--- config.mk ---
export PLATFORM = sky130hd
export DESIGN_NAME = ohci_ed_fetch_top
export DESIGN_NICKNAME = d
export VERILOG_FILES = /design/src/common/ohci_ed_pkg.sv /design/src/dma_queue/ed_register_chain.sv /design/src/dma_queue/ed_output_queue.sv /design/src/verilog/ed_list_walker.sv /design/src/verilog/ohci_ed_fetch_top.sv
export SDC_FILE = /design/constraint.sdc
export NUM_CORES = 1
export LEC_CHECK = 0
export BUFFER_PORTS_ARGS = -buffer_cell sky130_fd_sc_hd__buf_4
export CORE_ASPECT_RATIO = 0.75
export CORE_MARGIN = 4
export CORE_UTILIZATION = 26
export DETAILED_ROUTE_END_ITERATION = 6
export PLACE_DENSITY = 0.52
export SYNTH_ARGS = -nofsm -noshare
export SYNTH_HDL_FRONTEND = slang
export SYNTH_SLANG_ARGS = --single-unit
--- constraint.sdc ---
create_clock -name clk_i -period 14.1 [get_ports clk_i]
set_input_delay 1.41 -clock clk_i [delete_from_list [all_inputs] [get_ports clk_i]]
set_output_delay 1.41 -clock clk_i [all_outputs]
set_load 0.005 [all_outputs]
--- src/common/ohci_ed_pkg.sv ---
package ohci_ed_pkg;

    // ed layout, four dwords per endpoint descriptor
    localparam int unsigned EdWords = 4;

    // dword index inside an ed
    localparam int unsigned DwStatus = 0; // mps, f, k, s, d, en, fa
    localparam int unsigned DwTail   = 1; // tail td pointer
    localparam int unsigned DwHead   = 2; // head td pointer, c, h
    localparam int unsigned DwNext   = 3; // next ed pointer

    // 16 byte aligned pointers live in 31:4
    localparam int unsigned AddrMsb = 31;
    localparam int unsigned AddrLsb = 4;

    // dword0 field positions
    localparam int unsigned MpsMsb = 26;
    localparam int unsigned MpsLsb = 16;
    localparam int unsigned FBit   = 15; // format, iso td
    localparam int unsigned KBit   = 14; // skip
    localparam int unsigned SBit   = 13; // low speed
    localparam int unsigned DMsb   = 12;
    localparam int unsigned DLsb   = 11;
    localparam int unsigned EnMsb  = 10;
    localparam int unsigned EnLsb  = 7;
    localparam int unsigned FaMsb  = 6;
    localparam int unsigned FaLsb  = 0;

    // dword2 flag bits
    localparam int unsigned CBit = 1; // toggle carry
    localparam int unsigned HBit = 0; // halted

    typedef logic [31:0]              ed_word_t;
    typedef logic [AddrMsb:AddrLsb]   ed_addr_t;
    typedef logic [MpsMsb-MpsLsb:0]   ed_mps_t;
    typedef logic [FaMsb-FaLsb:0]     ed_fa_t;
    typedef logic [EnMsb-EnLsb:0]     ed_en_t;
    typedef logic [DMsb-DLsb:0]       ed_dir_t;

    // list walker fsm
    typedef enum logic [1:0] {
        IDLE,
        FETCH,
        WAIT_LOAD,
        HALT
    } walker_state_t;

    // pointer part of a dword
    function automatic ed_addr_t ed_ptr(input ed_word_t word);
        return word[AddrMsb:AddrLsb];
    endfunction

endpackage

--- src/dma_queue/ed_register_chain.sv ---
`timescale 1ns/100ps

// shift chain, stage 0 takes the newest word, stage Stages-1 holds the oldest
module ed_register_chain #(
    parameter int unsigned Width  = 32,
    parameter int unsigned Stages = 4
)(
    input  logic                           clk_i,
    input  logic                           reset_i,
    input  logic                           clear_i,  // sync clear of every stage
    input  logic                           en_i,     // one shift per accepted word
    input  logic [Width-1:0]               data_i,
    output logic [Stages-1:0][Width-1:0]   chain_o
);

    always_ff @(posedge clk_i) begin
        if (reset_i || clear_i) begin
            chain_o <= '0;
        end else if (en_i) begin
            chain_o[0] <= data_i; // newest word enters here
            for (int unsigned i = 1; i < Stages; i++) begin
                chain_o[i] <= chain_o[i-1]; // oldest drops off the far end
            end
        end
    end

endmodule

--- src/dma_queue/ed_output_queue.sv ---
`timescale 1ns/100ps

// two stage ed queue: secondin loads from the read stream, firstin feeds td processing
// stash keeps a nonperiodic ed alive across a periodic detour
module ed_output_queue #(
    parameter int unsigned AxiDataWidth         = 32,
    parameter int unsigned DmaOutputQueueStages = 4
)(
    input  logic                     clk_i,
    input  logic                     reset_i,
    input  logic                     pop_i,                 // move secondin or stash into firstin
    input  logic                     context_switch_np2p_i, // nonperiodic to periodic
    input  logic                     context_switch_p2np_i, // periodic to nonperiodic
    input  logic [AxiDataWidth-1:0]  dma_data_i,
    input  logic                     dma_valid_i,
    output logic                     dma_ready_o,
    output logic                     secondin_loaded_o,
    output logic                     secondin_empty_o,      // loaded but no tds
    output logic                     secondin_valid_o,      // loaded and has tds
    output ohci_ed_pkg::ed_addr_t    secondin_next_o,
    output logic                     pop_ready_o,
    output logic                     firstin_valid_o,
    output ohci_ed_pkg::ed_word_t    firstin_dword0_o,
    output ohci_ed_pkg::ed_word_t    firstin_dword1_o,
    output ohci_ed_pkg::ed_word_t    firstin_dword2_o,
    output ohci_ed_pkg::ed_word_t    firstin_dword3_o
);

    localparam int unsigned EdWords = ohci_ed_pkg::EdWords;
    localparam int unsigned WordW   = $bits(ohci_ed_pkg::ed_word_t);

    logic [DmaOutputQueueStages-1:0][AxiDataWidth-1:0] word_chain;
    logic [DmaOutputQueueStages-1:0][0:0]              fill_chain;

    ohci_ed_pkg::ed_word_t secondin_w [EdWords]; // dword k of the loaded ed
    ohci_ed_pkg::ed_word_t stash_q    [EdWords];
    ohci_ed_pkg::ed_word_t sel_w      [EdWords]; // stash or secondin, whichever pops
    ohci_ed_pkg::ed_word_t firstin_q  [EdWords];

    ohci_ed_pkg::ed_addr_t tail_ptr;
    ohci_ed_pkg::ed_addr_t head_ptr;

    logic dma_en;        // word accepted this cycle
    logic loaded;
    logic no_td;
    logic clear_fill;
    logic pop_accept;
    logic pop_stash;     // this pop drains the stash
    logic pop_secondin;  // this pop drains secondin
    logic stash_take;    // np2p with a valid secondin
    logic stash_active_q;
    logic stash_release_q; // back on nonperiodic, stash may pop
    logic firstin_valid_q;

    assign dma_en      = dma_valid_i && dma_ready_o;
    assign dma_ready_o = !loaded; // back-pressure while secondin is full

    // ed words, shifted in dword0 first
    ed_register_chain #(
        .Width  (AxiDataWidth),
        .Stages (DmaOutputQueueStages)
    ) i_word_chain (
        .clk_i   (clk_i),
        .reset_i (reset_i),
        .clear_i (1'b0),       // payload stays, only the fill flags are dropped
        .en_i    (dma_en),
        .data_i  (dma_data_i),
        .chain_o (word_chain)
    );

    // ones walk along with the words, last stage set means all words in
    ed_register_chain #(
        .Width  (1),
        .Stages (DmaOutputQueueStages)
    ) i_fill_chain (
        .clk_i   (clk_i),
        .reset_i (reset_i),
        .clear_i (clear_fill),
        .en_i    (dma_en),
        .data_i  (1'b1),
        .chain_o (fill_chain)
    );

    // oldest stage holds dword0
    for (genvar k = 0; k < EdWords; k++) begin : g_unpack
        assign secondin_w[k] = word_chain[DmaOutputQueueStages-1-k][WordW-1:0];
    end

    assign tail_ptr = ohci_ed_pkg::ed_ptr(secondin_w[ohci_ed_pkg::DwTail]);
    assign head_ptr = ohci_ed_pkg::ed_ptr(secondin_w[ohci_ed_pkg::DwHead]);
    assign no_td    = (tail_ptr == head_ptr); // tail equals head, nothing queued

    assign loaded            = fill_chain[DmaOutputQueueStages-1][0];
    assign secondin_loaded_o = loaded;
    assign secondin_empty_o  = loaded && no_td;
    assign secondin_valid_o  = loaded && !no_td;
    assign secondin_next_o   = ohci_ed_pkg::ed_ptr(secondin_w[ohci_ed_pkg::DwNext]);

    // pop handshake, stash has priority once released
    assign pop_ready_o  = secondin_valid_o || stash_release_q;
    assign pop_accept   = pop_i && pop_ready_o;
    assign pop_stash    = pop_accept && stash_release_q;
    assign pop_secondin = pop_accept && !stash_release_q;

    // empty ed drops after one cycle so the walker can follow its link
    assign clear_fill = pop_secondin || secondin_empty_o
                        || context_switch_np2p_i || context_switch_p2np_i;

    assign stash_take = context_switch_np2p_i && secondin_valid_o;

    // stash flags
    always_ff @(posedge clk_i) begin
        if (reset_i) begin
            stash_active_q  <= 1'b0;
            stash_release_q <= 1'b0;
        end else begin
            if (stash_take) begin
                stash_active_q <= 1'b1;
            end else if (pop_stash) begin
                stash_active_q <= 1'b0;
            end
            if (context_switch_p2np_i && stash_active_q) begin
                stash_release_q <= 1'b1; // next pop comes from the stash
            end else if (pop_stash) begin
                stash_release_q <= 1'b0;
            end
        end
    end

    // stash payload
    always_ff @(posedge clk_i) begin
        if (stash_take) begin
            stash_q <= secondin_w;
        end
    end

    always_comb begin
        for (int unsigned k = 0; k < EdWords; k++) begin
            sel_w[k] = stash_release_q ? stash_q[k] : secondin_w[k];
        end
    end

    // firstin register
    always_ff @(posedge clk_i) begin
        if (pop_accept) begin
            firstin_q <= sel_w;
        end else if (secondin_empty_o) begin
            // skipped ed, keep the list link of firstin current
            firstin_q[ohci_ed_pkg::DwNext][ohci_ed_pkg::AddrMsb:ohci_ed_pkg::AddrLsb]
                <= secondin_next_o;
        end
    end

    // valid from the first pop until reset
    always_ff @(posedge clk_i) begin
        if (reset_i) begin
            firstin_valid_q <= 1'b0;
        end else if (pop_accept) begin
            firstin_valid_q <= 1'b1;
        end
    end

    assign firstin_valid_o  = firstin_valid_q;
    assign firstin_dword0_o = firstin_q[ohci_ed_pkg::DwStatus];
    assign firstin_dword1_o = firstin_q[ohci_ed_pkg::DwTail];
    assign firstin_dword2_o = firstin_q[ohci_ed_pkg::DwHead];
    assign firstin_dword3_o = firstin_q[ohci_ed_pkg::DwNext];

endmodule

--- src/verilog/ed_list_walker.sv ---
`timescale 1ns/100ps

// walks the periodic and nonperiodic ed lists, one fetch request per ed
module ed_list_walker (
    input  logic                  clk_i,
    input  logic                  reset_i,
    input  ohci_ed_pkg::ed_addr_t periodic_head_i,
    input  ohci_ed_pkg::ed_addr_t nonperiodic_head_i,
    input  logic                  context_switch_np2p_i,
    input  logic                  context_switch_p2np_i,
    input  logic                  secondin_loaded_i,
    input  ohci_ed_pkg::ed_addr_t secondin_next_i,
    output logic                  fetch_req_o,  // one cycle pulse
    output ohci_ed_pkg::ed_addr_t fetch_addr_o  // stable until the next request
);

    ohci_ed_pkg::walker_state_t state_q, state_d;

    ohci_ed_pkg::ed_addr_t np_ptr_q, np_ptr_d; // nonperiodic position, kept over detours
    ohci_ed_pkg::ed_addr_t p_ptr_q, p_ptr_d;
    ohci_ed_pkg::ed_addr_t cur_ptr_d;          // pointer of the list active next cycle
    ohci_ed_pkg::ed_addr_t fetch_addr_q;

    logic periodic_q, periodic_d; // active list
    logic loaded_q;               // for the falling edge of the fill flag

    always_comb begin
        state_d    = state_q;
        periodic_d = periodic_q;
        np_ptr_d   = np_ptr_q;
        p_ptr_d    = p_ptr_q;

        // follow the link of the ed that just loaded
        if (state_q == ohci_ed_pkg::WAIT_LOAD && secondin_loaded_i) begin
            if (periodic_q) begin
                p_ptr_d = secondin_next_i;
            end else begin
                np_ptr_d = secondin_next_i;
            end
        end

        case (state_q)
            ohci_ed_pkg::IDLE: begin
                np_ptr_d = nonperiodic_head_i; // walk starts on nonperiodic
                state_d  = ohci_ed_pkg::FETCH;
            end
            ohci_ed_pkg::FETCH: begin
                state_d = ohci_ed_pkg::WAIT_LOAD;
            end
            ohci_ed_pkg::WAIT_LOAD: begin
                if (loaded_q && !secondin_loaded_i) begin
                    state_d = ohci_ed_pkg::FETCH; // queue freed secondin
                end
            end
            default: begin
                state_d = state_q; // halt until a switch
            end
        endcase

        // a context switch restarts the walk on the other list
        if (context_switch_np2p_i) begin
            periodic_d = 1'b1;
            p_ptr_d    = periodic_head_i;
            state_d    = ohci_ed_pkg::FETCH;
        end else if (context_switch_p2np_i) begin
            periodic_d = 1'b0; // resume saved np pointer
            state_d    = ohci_ed_pkg::FETCH;
        end

        cur_ptr_d = periodic_d ? p_ptr_d : np_ptr_d;

        // end of list
        if (state_d == ohci_ed_pkg::FETCH && cur_ptr_d == '0) begin
            state_d = ohci_ed_pkg::HALT;
        end
    end

    always_ff @(posedge clk_i) begin
        if (reset_i) begin
            state_q      <= ohci_ed_pkg::IDLE;
            periodic_q   <= 1'b0;
            np_ptr_q     <= '0;
            p_ptr_q      <= '0;
            fetch_addr_q <= '0;
            loaded_q     <= 1'b0;
        end else begin
            state_q    <= state_d;
            periodic_q <= periodic_d;
            np_ptr_q   <= np_ptr_d;
            p_ptr_q    <= p_ptr_d;
            loaded_q   <= secondin_loaded_i;
            if (state_d == ohci_ed_pkg::FETCH) begin
                fetch_addr_q <= cur_ptr_d; // latched with the request
            end
        end
    end

    assign fetch_req_o  = (state_q == ohci_ed_pkg::FETCH);
    assign fetch_addr_o = fetch_addr_q;

endmodule

--- src/verilog/ohci_ed_fetch_top.sv ---
`timescale 1ns/100ps

// ed fetch path: list walker plus two stage output queue
module ohci_ed_fetch_top #(
    parameter int unsigned AxiDataWidth         = 32,
    parameter int unsigned DmaOutputQueueStages = 4
)(
    input  logic                     clk_i,
    input  logic                     reset_i,
    // list heads from the register file
    input  ohci_ed_pkg::ed_addr_t    periodic_head_i,
    input  ohci_ed_pkg::ed_addr_t    nonperiodic_head_i,
    input  logic                     context_switch_np2p_i,
    input  logic                     context_switch_p2np_i,
    // fetch requests
    output logic                     fetch_req_o,
    output ohci_ed_pkg::ed_addr_t    fetch_addr_o,
    // read data stream
    input  logic [AxiDataWidth-1:0]  dma_data_i,
    input  logic                     dma_valid_i,
    output logic                     dma_ready_o,
    // queue status
    output logic                     secondin_loaded_o,
    output logic                     secondin_empty_o,
    output logic                     secondin_valid_o,
    // firstin toward td processing
    input  logic                     pop_i,
    output logic                     pop_ready_o,
    output logic                     firstin_valid_o,
    output ohci_ed_pkg::ed_word_t    firstin_dword0_o,
    output ohci_ed_pkg::ed_word_t    firstin_dword1_o,
    output ohci_ed_pkg::ed_word_t    firstin_dword2_o,
    output ohci_ed_pkg::ed_word_t    firstin_dword3_o
);

    ohci_ed_pkg::ed_addr_t secondin_next; // link of the loaded ed

    ed_list_walker i_walker (
        .clk_i                 (clk_i),
        .reset_i               (reset_i),
        .periodic_head_i       (periodic_head_i),
        .nonperiodic_head_i    (nonperiodic_head_i),
        .context_switch_np2p_i (context_switch_np2p_i),
        .context_switch_p2np_i (context_switch_p2np_i),
        .secondin_loaded_i     (secondin_loaded_o),
        .secondin_next_i       (secondin_next),
        .fetch_req_o           (fetch_req_o),
        .fetch_addr_o          (fetch_addr_o)
    );

    ed_output_queue #(
        .AxiDataWidth         (AxiDataWidth),
        .DmaOutputQueueStages (DmaOutputQueueStages)
    ) i_queue (
        .clk_i                 (clk_i),
        .reset_i               (reset_i),
        .pop_i                 (pop_i),
        .context_switch_np2p_i (context_switch_np2p_i),
        .context_switch_p2np_i (context_switch_p2np_i),
        .dma_data_i            (dma_data_i),
        .dma_valid_i           (dma_valid_i),
        .dma_ready_o           (dma_ready_o),
        .secondin_loaded_o     (secondin_loaded_o),
        .secondin_empty_o      (secondin_empty_o),
        .secondin_valid_o      (secondin_valid_o),
        .secondin_next_o       (secondin_next),
        .pop_ready_o           (pop_ready_o),
        .firstin_valid_o       (firstin_valid_o),
        .firstin_dword0_o      (firstin_dword0_o),
        .firstin_dword1_o      (firstin_dword1_o),
        .firstin_dword2_o      (firstin_dword2_o),
        .firstin_dword3_o      (firstin_dword3_o)
    );

endmodule

==> impl_metrics.yaml, run 1 <==
floorplan:
  ios: 257
  die-area_sq_um: 78410
  die_w_microns: 322.0
  core_area_sq_um: 73390
  initial_core_util: 0.2620
  die_y_microns: 243.5
  rows: 86
layout:
  regArea_sq_um: 12160
  multi_input_area_sq_um: 6589
  area_growth_pct: 23.41
  finalNonFillerCells: 2910
  final_cell_mix: "nand2_1, buf_4, edfxtp_1"
  final_common_cell: "nand2_1"
  final_layout_size_suffix_gt1_frac: 0.2814
  final_util: 0.3233
  fin_area_sq_um: 23730
  n_fill_cell: 7472
  fin_nets: 1992
synth:
  synth-seq-cells: 479
  synth_flop_cell: "edfxtp_1"
  syn_inst: 1682
  yosys_warnings: 0
  synth-async-reset-ratio: 0
  synth-seq-area-share: 0.6320
  syn_area_sq_um: 19230
  synth-edff-count: 256
  synthDistinctLibCells: 64
  syn_area_per_cell_sq_um: 11.43
  syn_nets: 1776
clock_network:
  numCtsBuffers: 50
  cts_resized: 0
  clockBufferDepth: 3
  cts_setup_buffers: 0
  clk_latency_ns: 0.61
  htreeDepth: 2
  cts-hold-fix-buffers: 0
  root_buffer: "clkbuf_16"
  cts.sinks: 479
  clk_pin_slew_ns: 0.06
  cts_tree: "done"
detailed_routing:
  first_pass_iters: 7
  drtIter0Drc: 1107
  wirelength_mm: 61.53
  num_vias: 13660
  wl_per_cell_microns: 21.14
  via_per_inst: 4.695
  postRouteAntennaNets: 0
  drc_errors: 4
global_routing:
  grt-ovfl-total: 0
  grt_antenna_before_repair: 6
  grt_pass1_wl_mm: 90.22
  grt_usage: 0.1526
  grt_max_degree: 87
  grt_pass1_vias: 13620
setup_path:
  ff2ff_path_depth: 8
  startpoint: "i_queue.i_word_chain.chain_o[94]"
  critPathArrivalTime_ns: 3.00
  critPathMaxFanout: 5
  worstSetupPathType: "flip-flop to primary output"
  timing.rr.start: "i_walker.state_q[1]"
  end_kind: "primary output"
  reg2reg_to: "i_walker.fetch_addr_o[0]"
  reg2reg_slack_ns: 10.07
  required_ns: 12.69
  cp-start-kind: "flip-flop"
  critPathCapture: "pop_ready_o"
power:
  netSwitchingPower_uw: 717.9
  power.internal_uw: 2339
  combinationalPowerShare: 0.063
  ir_drop_mv: 0.09073
  p_sw_frac: 0.2348
  leakage_uw: 0.009113
  p_clk_frac: 0.440
  seq_power_share: 0.498
  p_per_area_nw_per_um2: 128.8
placed_design:
  portBuffers: 256
  place_congestion: 0.8423
  dpl-instance-area_sq_um: 22060
  placed_cells: 2814
  hpwl_mm: 41.15
timing:
  rsz0062_at_grt: "no"
  finalCritPeriodShare: 0.3124
  finalSetupViolCount: 0
  final-hold-violation-count: 0
  relSlewSlack: 0.2392
  finalCriticalPeriod_ns: 4.405
  fin_worst_skew_ns: 0.04282
  fmax_mhz: 227.0
  finalMaxSlewViolations: 0
  worstMarginPinSlew_ns: 1.141
  fin_setup_tns_ns: 0
min_path:
  min_path_type: "flip-flop to flip-flop"
  whs_path_depth: 0
flow_run:
  drv_cap: 0
outcome:
  failed_checks: "design-rule violations"
  status: "finished with violations"
-- per-layer routing --
layer / vias to the layer above / track usage / wire length [microns]
met5: - / 0 / 29
met4: 4 / 0.04799 / 1770
met3: 102 / 0.02599 / 3687
met2: 412 / 0.2324 / 27130
met1: 6718 / 0.2209 / 28920
li1: 6426 / - / -
-- flip-flops by register name (all words and copies together) (netlist names), 2 cells and up --
signal	count
i_queue.firstin_dword1_o	32
i_queue.stash_q	128
i_queue.i_word_chain.chain_o	128
i_walker.state_q	2
i_queue.firstin_dword2_o	32
i_queue.firstin_dword0_o	32
i_queue.firstin_dword3_o	32
i_walker.fetch_addr_o	28
i_walker.np_ptr_q	28
i_queue.i_fill_chain.chain_o	4
i_walker.p_ptr_q	28
-- layout make-up --
type                       count  share of cell area
sequential                   479              0.5123
multi-input combinational   1083              0.2777
timing repair buffer         276             0.08748
clock buffer                  62             0.05674
tap                          968             0.05104
clock inverter                32             0.01318
inverter                       8            0.001371
antenna                        2           0.0002109
-- metrics by stage --
stage	hold WS, ns	power [uW]	worst slack, ns
after detailed placement	0.4454	1744	9.183
after floorplan	0.4261	1646	6.601
final	0.4518	3057	9.695
after CTS	0.4574	3107	9.585
after global routing	0.4697	3177	9.445
after global placement	0.4379	1742	9.294
-- critical path, stage by stage (launching register included) --
cell and delay (ns):
dfxtp_1 0.35, xnor2_1 0.36, nand4_1 0.19, nor4_1 0.26, nand4_1 0.40, nand2_1 0.41
nand2b_1 0.23, buf_4 0.19
-- kinds of logic (layout without fill, tap and decap cells) --
group,count (synthesis),after routing,share of synthesized area
buf+inv,120,378,0.02707
other cells,0,2,0
flops,479,479,0.6320
mux,139,139,0.08069
simple gates,589,589,0.1333
xor+xnor,28,28,0.01275
compound gates,327,327,0.1141
-- how the worst min path moves through the flow --
stage	start	end
floorplan	i_queue.i_word_chain.chain_o[100]	i_queue.stash_q[100]
global placement	i_queue.i_fill_chain.chain_o[0]	i_queue.i_fill_chain.chain_o[1]
detailed placement	i_queue.i_word_chain.chain_o[113]	i_queue.stash_q[113]
CTS	i_queue.i_fill_chain.chain_o[1]	i_queue.i_fill_chain.chain_o[2]
global route	i_queue.i_word_chain.chain_o[108]	i_queue.stash_q[108]
finish	i_queue.i_word_chain.chain_o[118]	i_queue.stash_q[118]
-- synth_stat cells (all sizes together), types with 22 or more instances --
cell      n  share of area
a21oi   178          0.047
buf      29         0.0093
clkbuf   83          0.016
dfxtp   223           0.23
edfxtp  256           0.40
mux2    128          0.075
nand2   318          0.062
nand2b   35          0.012
nor2    145          0.028
o21ai    22         0.0057
o22ai    24         0.0078
o311ai   28          0.021
or2      40          0.013
-- power groups by stage --
stage	Clock (uW)	Combinational, uW	Sequential [uW]
6_report	1340	191	1520
5_1_grt	1440	209	1520
4_1_cts	1390	192	1520
3_5_place_dp	0	191	1550
3_3_place_gp	0	190	1550
2_1_floorplan	0	110	1540
Note: power is estimated with default switching activity, not from simulation.
==> run 2: changes to the inputs <==
Settings changed: ABC_AREA from default to 1, PLACE_DENSITY 0.52 to 0.54.
Clock period 14.1 ns to 3.7 ns, I/O delays scaled along.
==> run 2 against run 1 <==
Effect of this change:
- the flow now finishes without violations
- cell count increased by 12%
- combinational power increased to 4.5 times the previous value
- sequential cell count unchanged
- global-route usage decreased by 0.95 points
- first-iteration DRC count increased by 15%
- largest cell class unchanged
==> impl_metrics.yaml, run 2 <==
outcome:
  status: "finished, final reports clean"
layout:
  fin_nets: 2359
  finalNonFillerCells: 3271
  final_util: 0.3268
  top_regs: "i_queue.i_word_chain.chain_o x128, i_queue.stash_q x128"
  final_common_cell: "nand2_1"
  final_cell_mix: "nand2_1, buf_4, edfxtp_1"
  n_fill_cell: 7477
  area_growth_pct: 24.46
  final_layout_size_suffix_gt1_frac: 0.1677
clock_network:
  numCtsBuffers: 52
  cts_setup_buffers: 0
  clk_latency_ns: 0.60
  cts_tree: "done"
  clockBufferDepth: 3
  root_buffer: "clkbuf_16"
  clk_pin_slew_ns: 0.06
  htreeDepth: 2
  cts.sinks: 479
synth:
  synthDistinctLibCells: 29
  synth-seq-area-share: 0.6437
  yosysTopAreaCellShare: 0.4072
  synth_flop_cell: "edfxtp_1"
  syn_area_per_cell_sq_um: 9.208
  synth-edff-count: 256
  yosys-top-cells-area: "edfxtp_1, dfxtp_1, nand2_1"
  yosys-top-cells-count: "nand2_1, edfxtp_1, nor2_1, dfxtp_1, a21oi_1"
  syn_nets: 2144
  synth.largest_area_cell: "edfxtp_1"
  synth-seq-cells: 479
  yosys_warnings: 0
  synthMostInstantiatedCell: "nand2_1"
  syn_area_sq_um: 18880
  syn_inst: 2050
  synth-async-reset-ratio: 0
floorplan:
  core_area_sq_um: 71890
  rows: 85
  die_y_microns: 241.4
  die_w_microns: 319.1
  die-area_sq_um: 77020
  ios: 257
  initial_core_util: 0.2626
power:
  combinationalPowerShare: 0.071
  p_clk_frac: 0.436
  p_sw_frac: 0.2395
  ir_drop_mv: 0.3565
  seq_power_share: 0.492
  p_per_area_nw_per_um2: 509.8
  leakage_uw: 0.009795
  power.internal_uw: 9108
  netSwitchingPower_uw: 2869
timing:
  rsz0062_at_grt: "no"
  fmax_mhz: 335.0
  finalSetupViolCount: 0
  relSlewSlack: 0.2106
  fin_setup_tns_ns: 0
  finalCritPeriodShare: 0.8068
  finalMaxSlewViolations: 0
  timing.hold.ws_ns: 0.06525
  worstMarginPinSlew_ns: 1.183
  finalCriticalPeriod_ns: 2.985
  fin_worst_skew_ns: 0.03167
  final-hold-violation-count: 0
detailed_routing:
  via_per_inst: 4.549
  drc_errors: 0
  wirelength_mm: 57.88
  wl_per_cell_microns: 17.69
  postRouteAntennaNets: 0
  num_vias: 14880
  first_pass_iters: 5
  drtIter0Drc: 1272
global_routing:
  grt_usage: 0.1431
  grt_pass1_vias: 14010
  grt-ovfl-total: 0
  grt_max_degree: 145
  grt_antenna_before_repair: 8
  grt_pass1_wl_mm: 86.04
placed_design:
  portBuffers: 256
  placed_cells: 3165
  place_congestion: 0.8341
  hpwl_mm: 39.26
setup_path:
  worstSetupPathType: "flip-flop to flip-flop"
  startpoint: "i_queue.i_fill_chain.chain_o[3]"
  critPathMaxFanout: 34
  end_kind: "flip-flop"
  required_ns: 4.19
  cp-start-kind: "flip-flop"
  timing.rr.start: "i_queue.i_fill_chain.chain_o[3]"
  critPathArrivalTime_ns: 3.47
min_path:
  min_path_type: "input pin to flip-flop"
  hp-start: "dma_data_i[19]"
flow_run:
  drv_cap: 0
-- run 2: cell types whose count changed after synthesis, moves of 10 or more --
cell      change
o21bai_1     -15
o21ai_0     +133
nand2_1     +297
o22a_1       -13
or2_2        -36
o311ai_1     -10
clkbuf_1     +10
nor2_1       +97
inv_1        +80
nand2b_1     -34
o22ai_1      -24
mux2_2      -128
nand3_1     +104
-- run 2: worst max-delay path, stage by stage (launching register included) --
cell     delay [ns]
dfxtp_1        0.50
nand3_2        0.35
inv_2          0.52
nand2_1        0.12
nand3_1        0.13
nand3_1        0.08
nand2_1        0.11
nand2_1        0.06
nor2_1         0.12
nand2_1        0.14
nor2_1         0.15
nand2_1        0.08
buf_4          0.25
a21oi_1        0.18
nor2_1         0.08
-- run 2: metrics by stage --
| stage | cell area [sq um] | total power (uW) | setup WS (ns) |
|---|---|---|---|
| after floorplan | 18880 | 6493 | 0.2083 |
| after global placement | 21740 | 6855 | 0.7211 |
| after detailed placement | 21740 | 6870 | 0.7108 |
| after CTS | 23480 | 12150 | 0.7659 |
| after global routing | 23480 | 12490 | 0.4367 |
| final | 23490 | 11980 | 0.7148 |
-- run 2: worst paths after layout --
| kind | to | slack [ns] | cells past startpoint |
|---|---|---|---|
| setup / recovery | i_walker.fetch_addr_o[7] | 0.71 | 14 |
| hold / removal | i_queue.i_word_chain.chain_o[19] | 0.07 | 3 |
| setup reg to reg | i_walker.fetch_addr_o[7] | 0.71 | 14 |
| hold reg to reg | i_queue.stash_q[121] | 0.43 | 0 |
-- run 2: repair_timing --
item | in CTS | in global routing
hold buffers | 3 | 0
endpoints found under the hold margin | 3 | 0
gates resized for setup | 0 | 0
-- run 2: kinds of logic after synthesis --
logic type             count (synthesis)  synth area share
AND/OR/NAND/NOR                      988            0.2069
XOR/XNOR                              24           0.01114
flip-flops                           479            0.6437
buffers and inverters                217           0.04660
multiplexers                           2          0.001061
AO/OA/AOI/OAI                        340           0.09061
-- run 2: per-layer routing --
layer,vias up,routed length [microns],GRT usage
met4,4,1775,0.04672
met2,469,25500,0.2171
met1,7085,26500,0.1997
met3,111,4065,0.03767
li1,7211,-,-
met5,-,33,0
-- run 2: power by group through the flow --
stage / sequential, uW / clock [uW] / combinational, uW
2_1_floorplan: 5970 / 0 / 527
3_3_place_gp: 6010 / 0 / 849
3_5_place_dp: 6010 / 0 / 857
4_1_cts: 5900 / 5390 / 863
5_1_grt: 5920 / 5600 / 969
6_report: 5900 / 5220 / 855
-- run 2: final cells by class --
cell class | count | area (sq um) | area share
well taps | 957 | 1197 | 0.05097
diodes | 6 | 15.01 | 0.0006391
flip-flops and latches | 479 | 12160 | 0.5174
clock buffers | 59 | 1369 | 0.05826
multi-input cells | 1354 | 5871 | 0.2499
repair buffers | 284 | 2177 | 0.09267
clock inverters | 38 | 344.1 | 0.01465
inverters | 94 | 365.4 | 0.01555
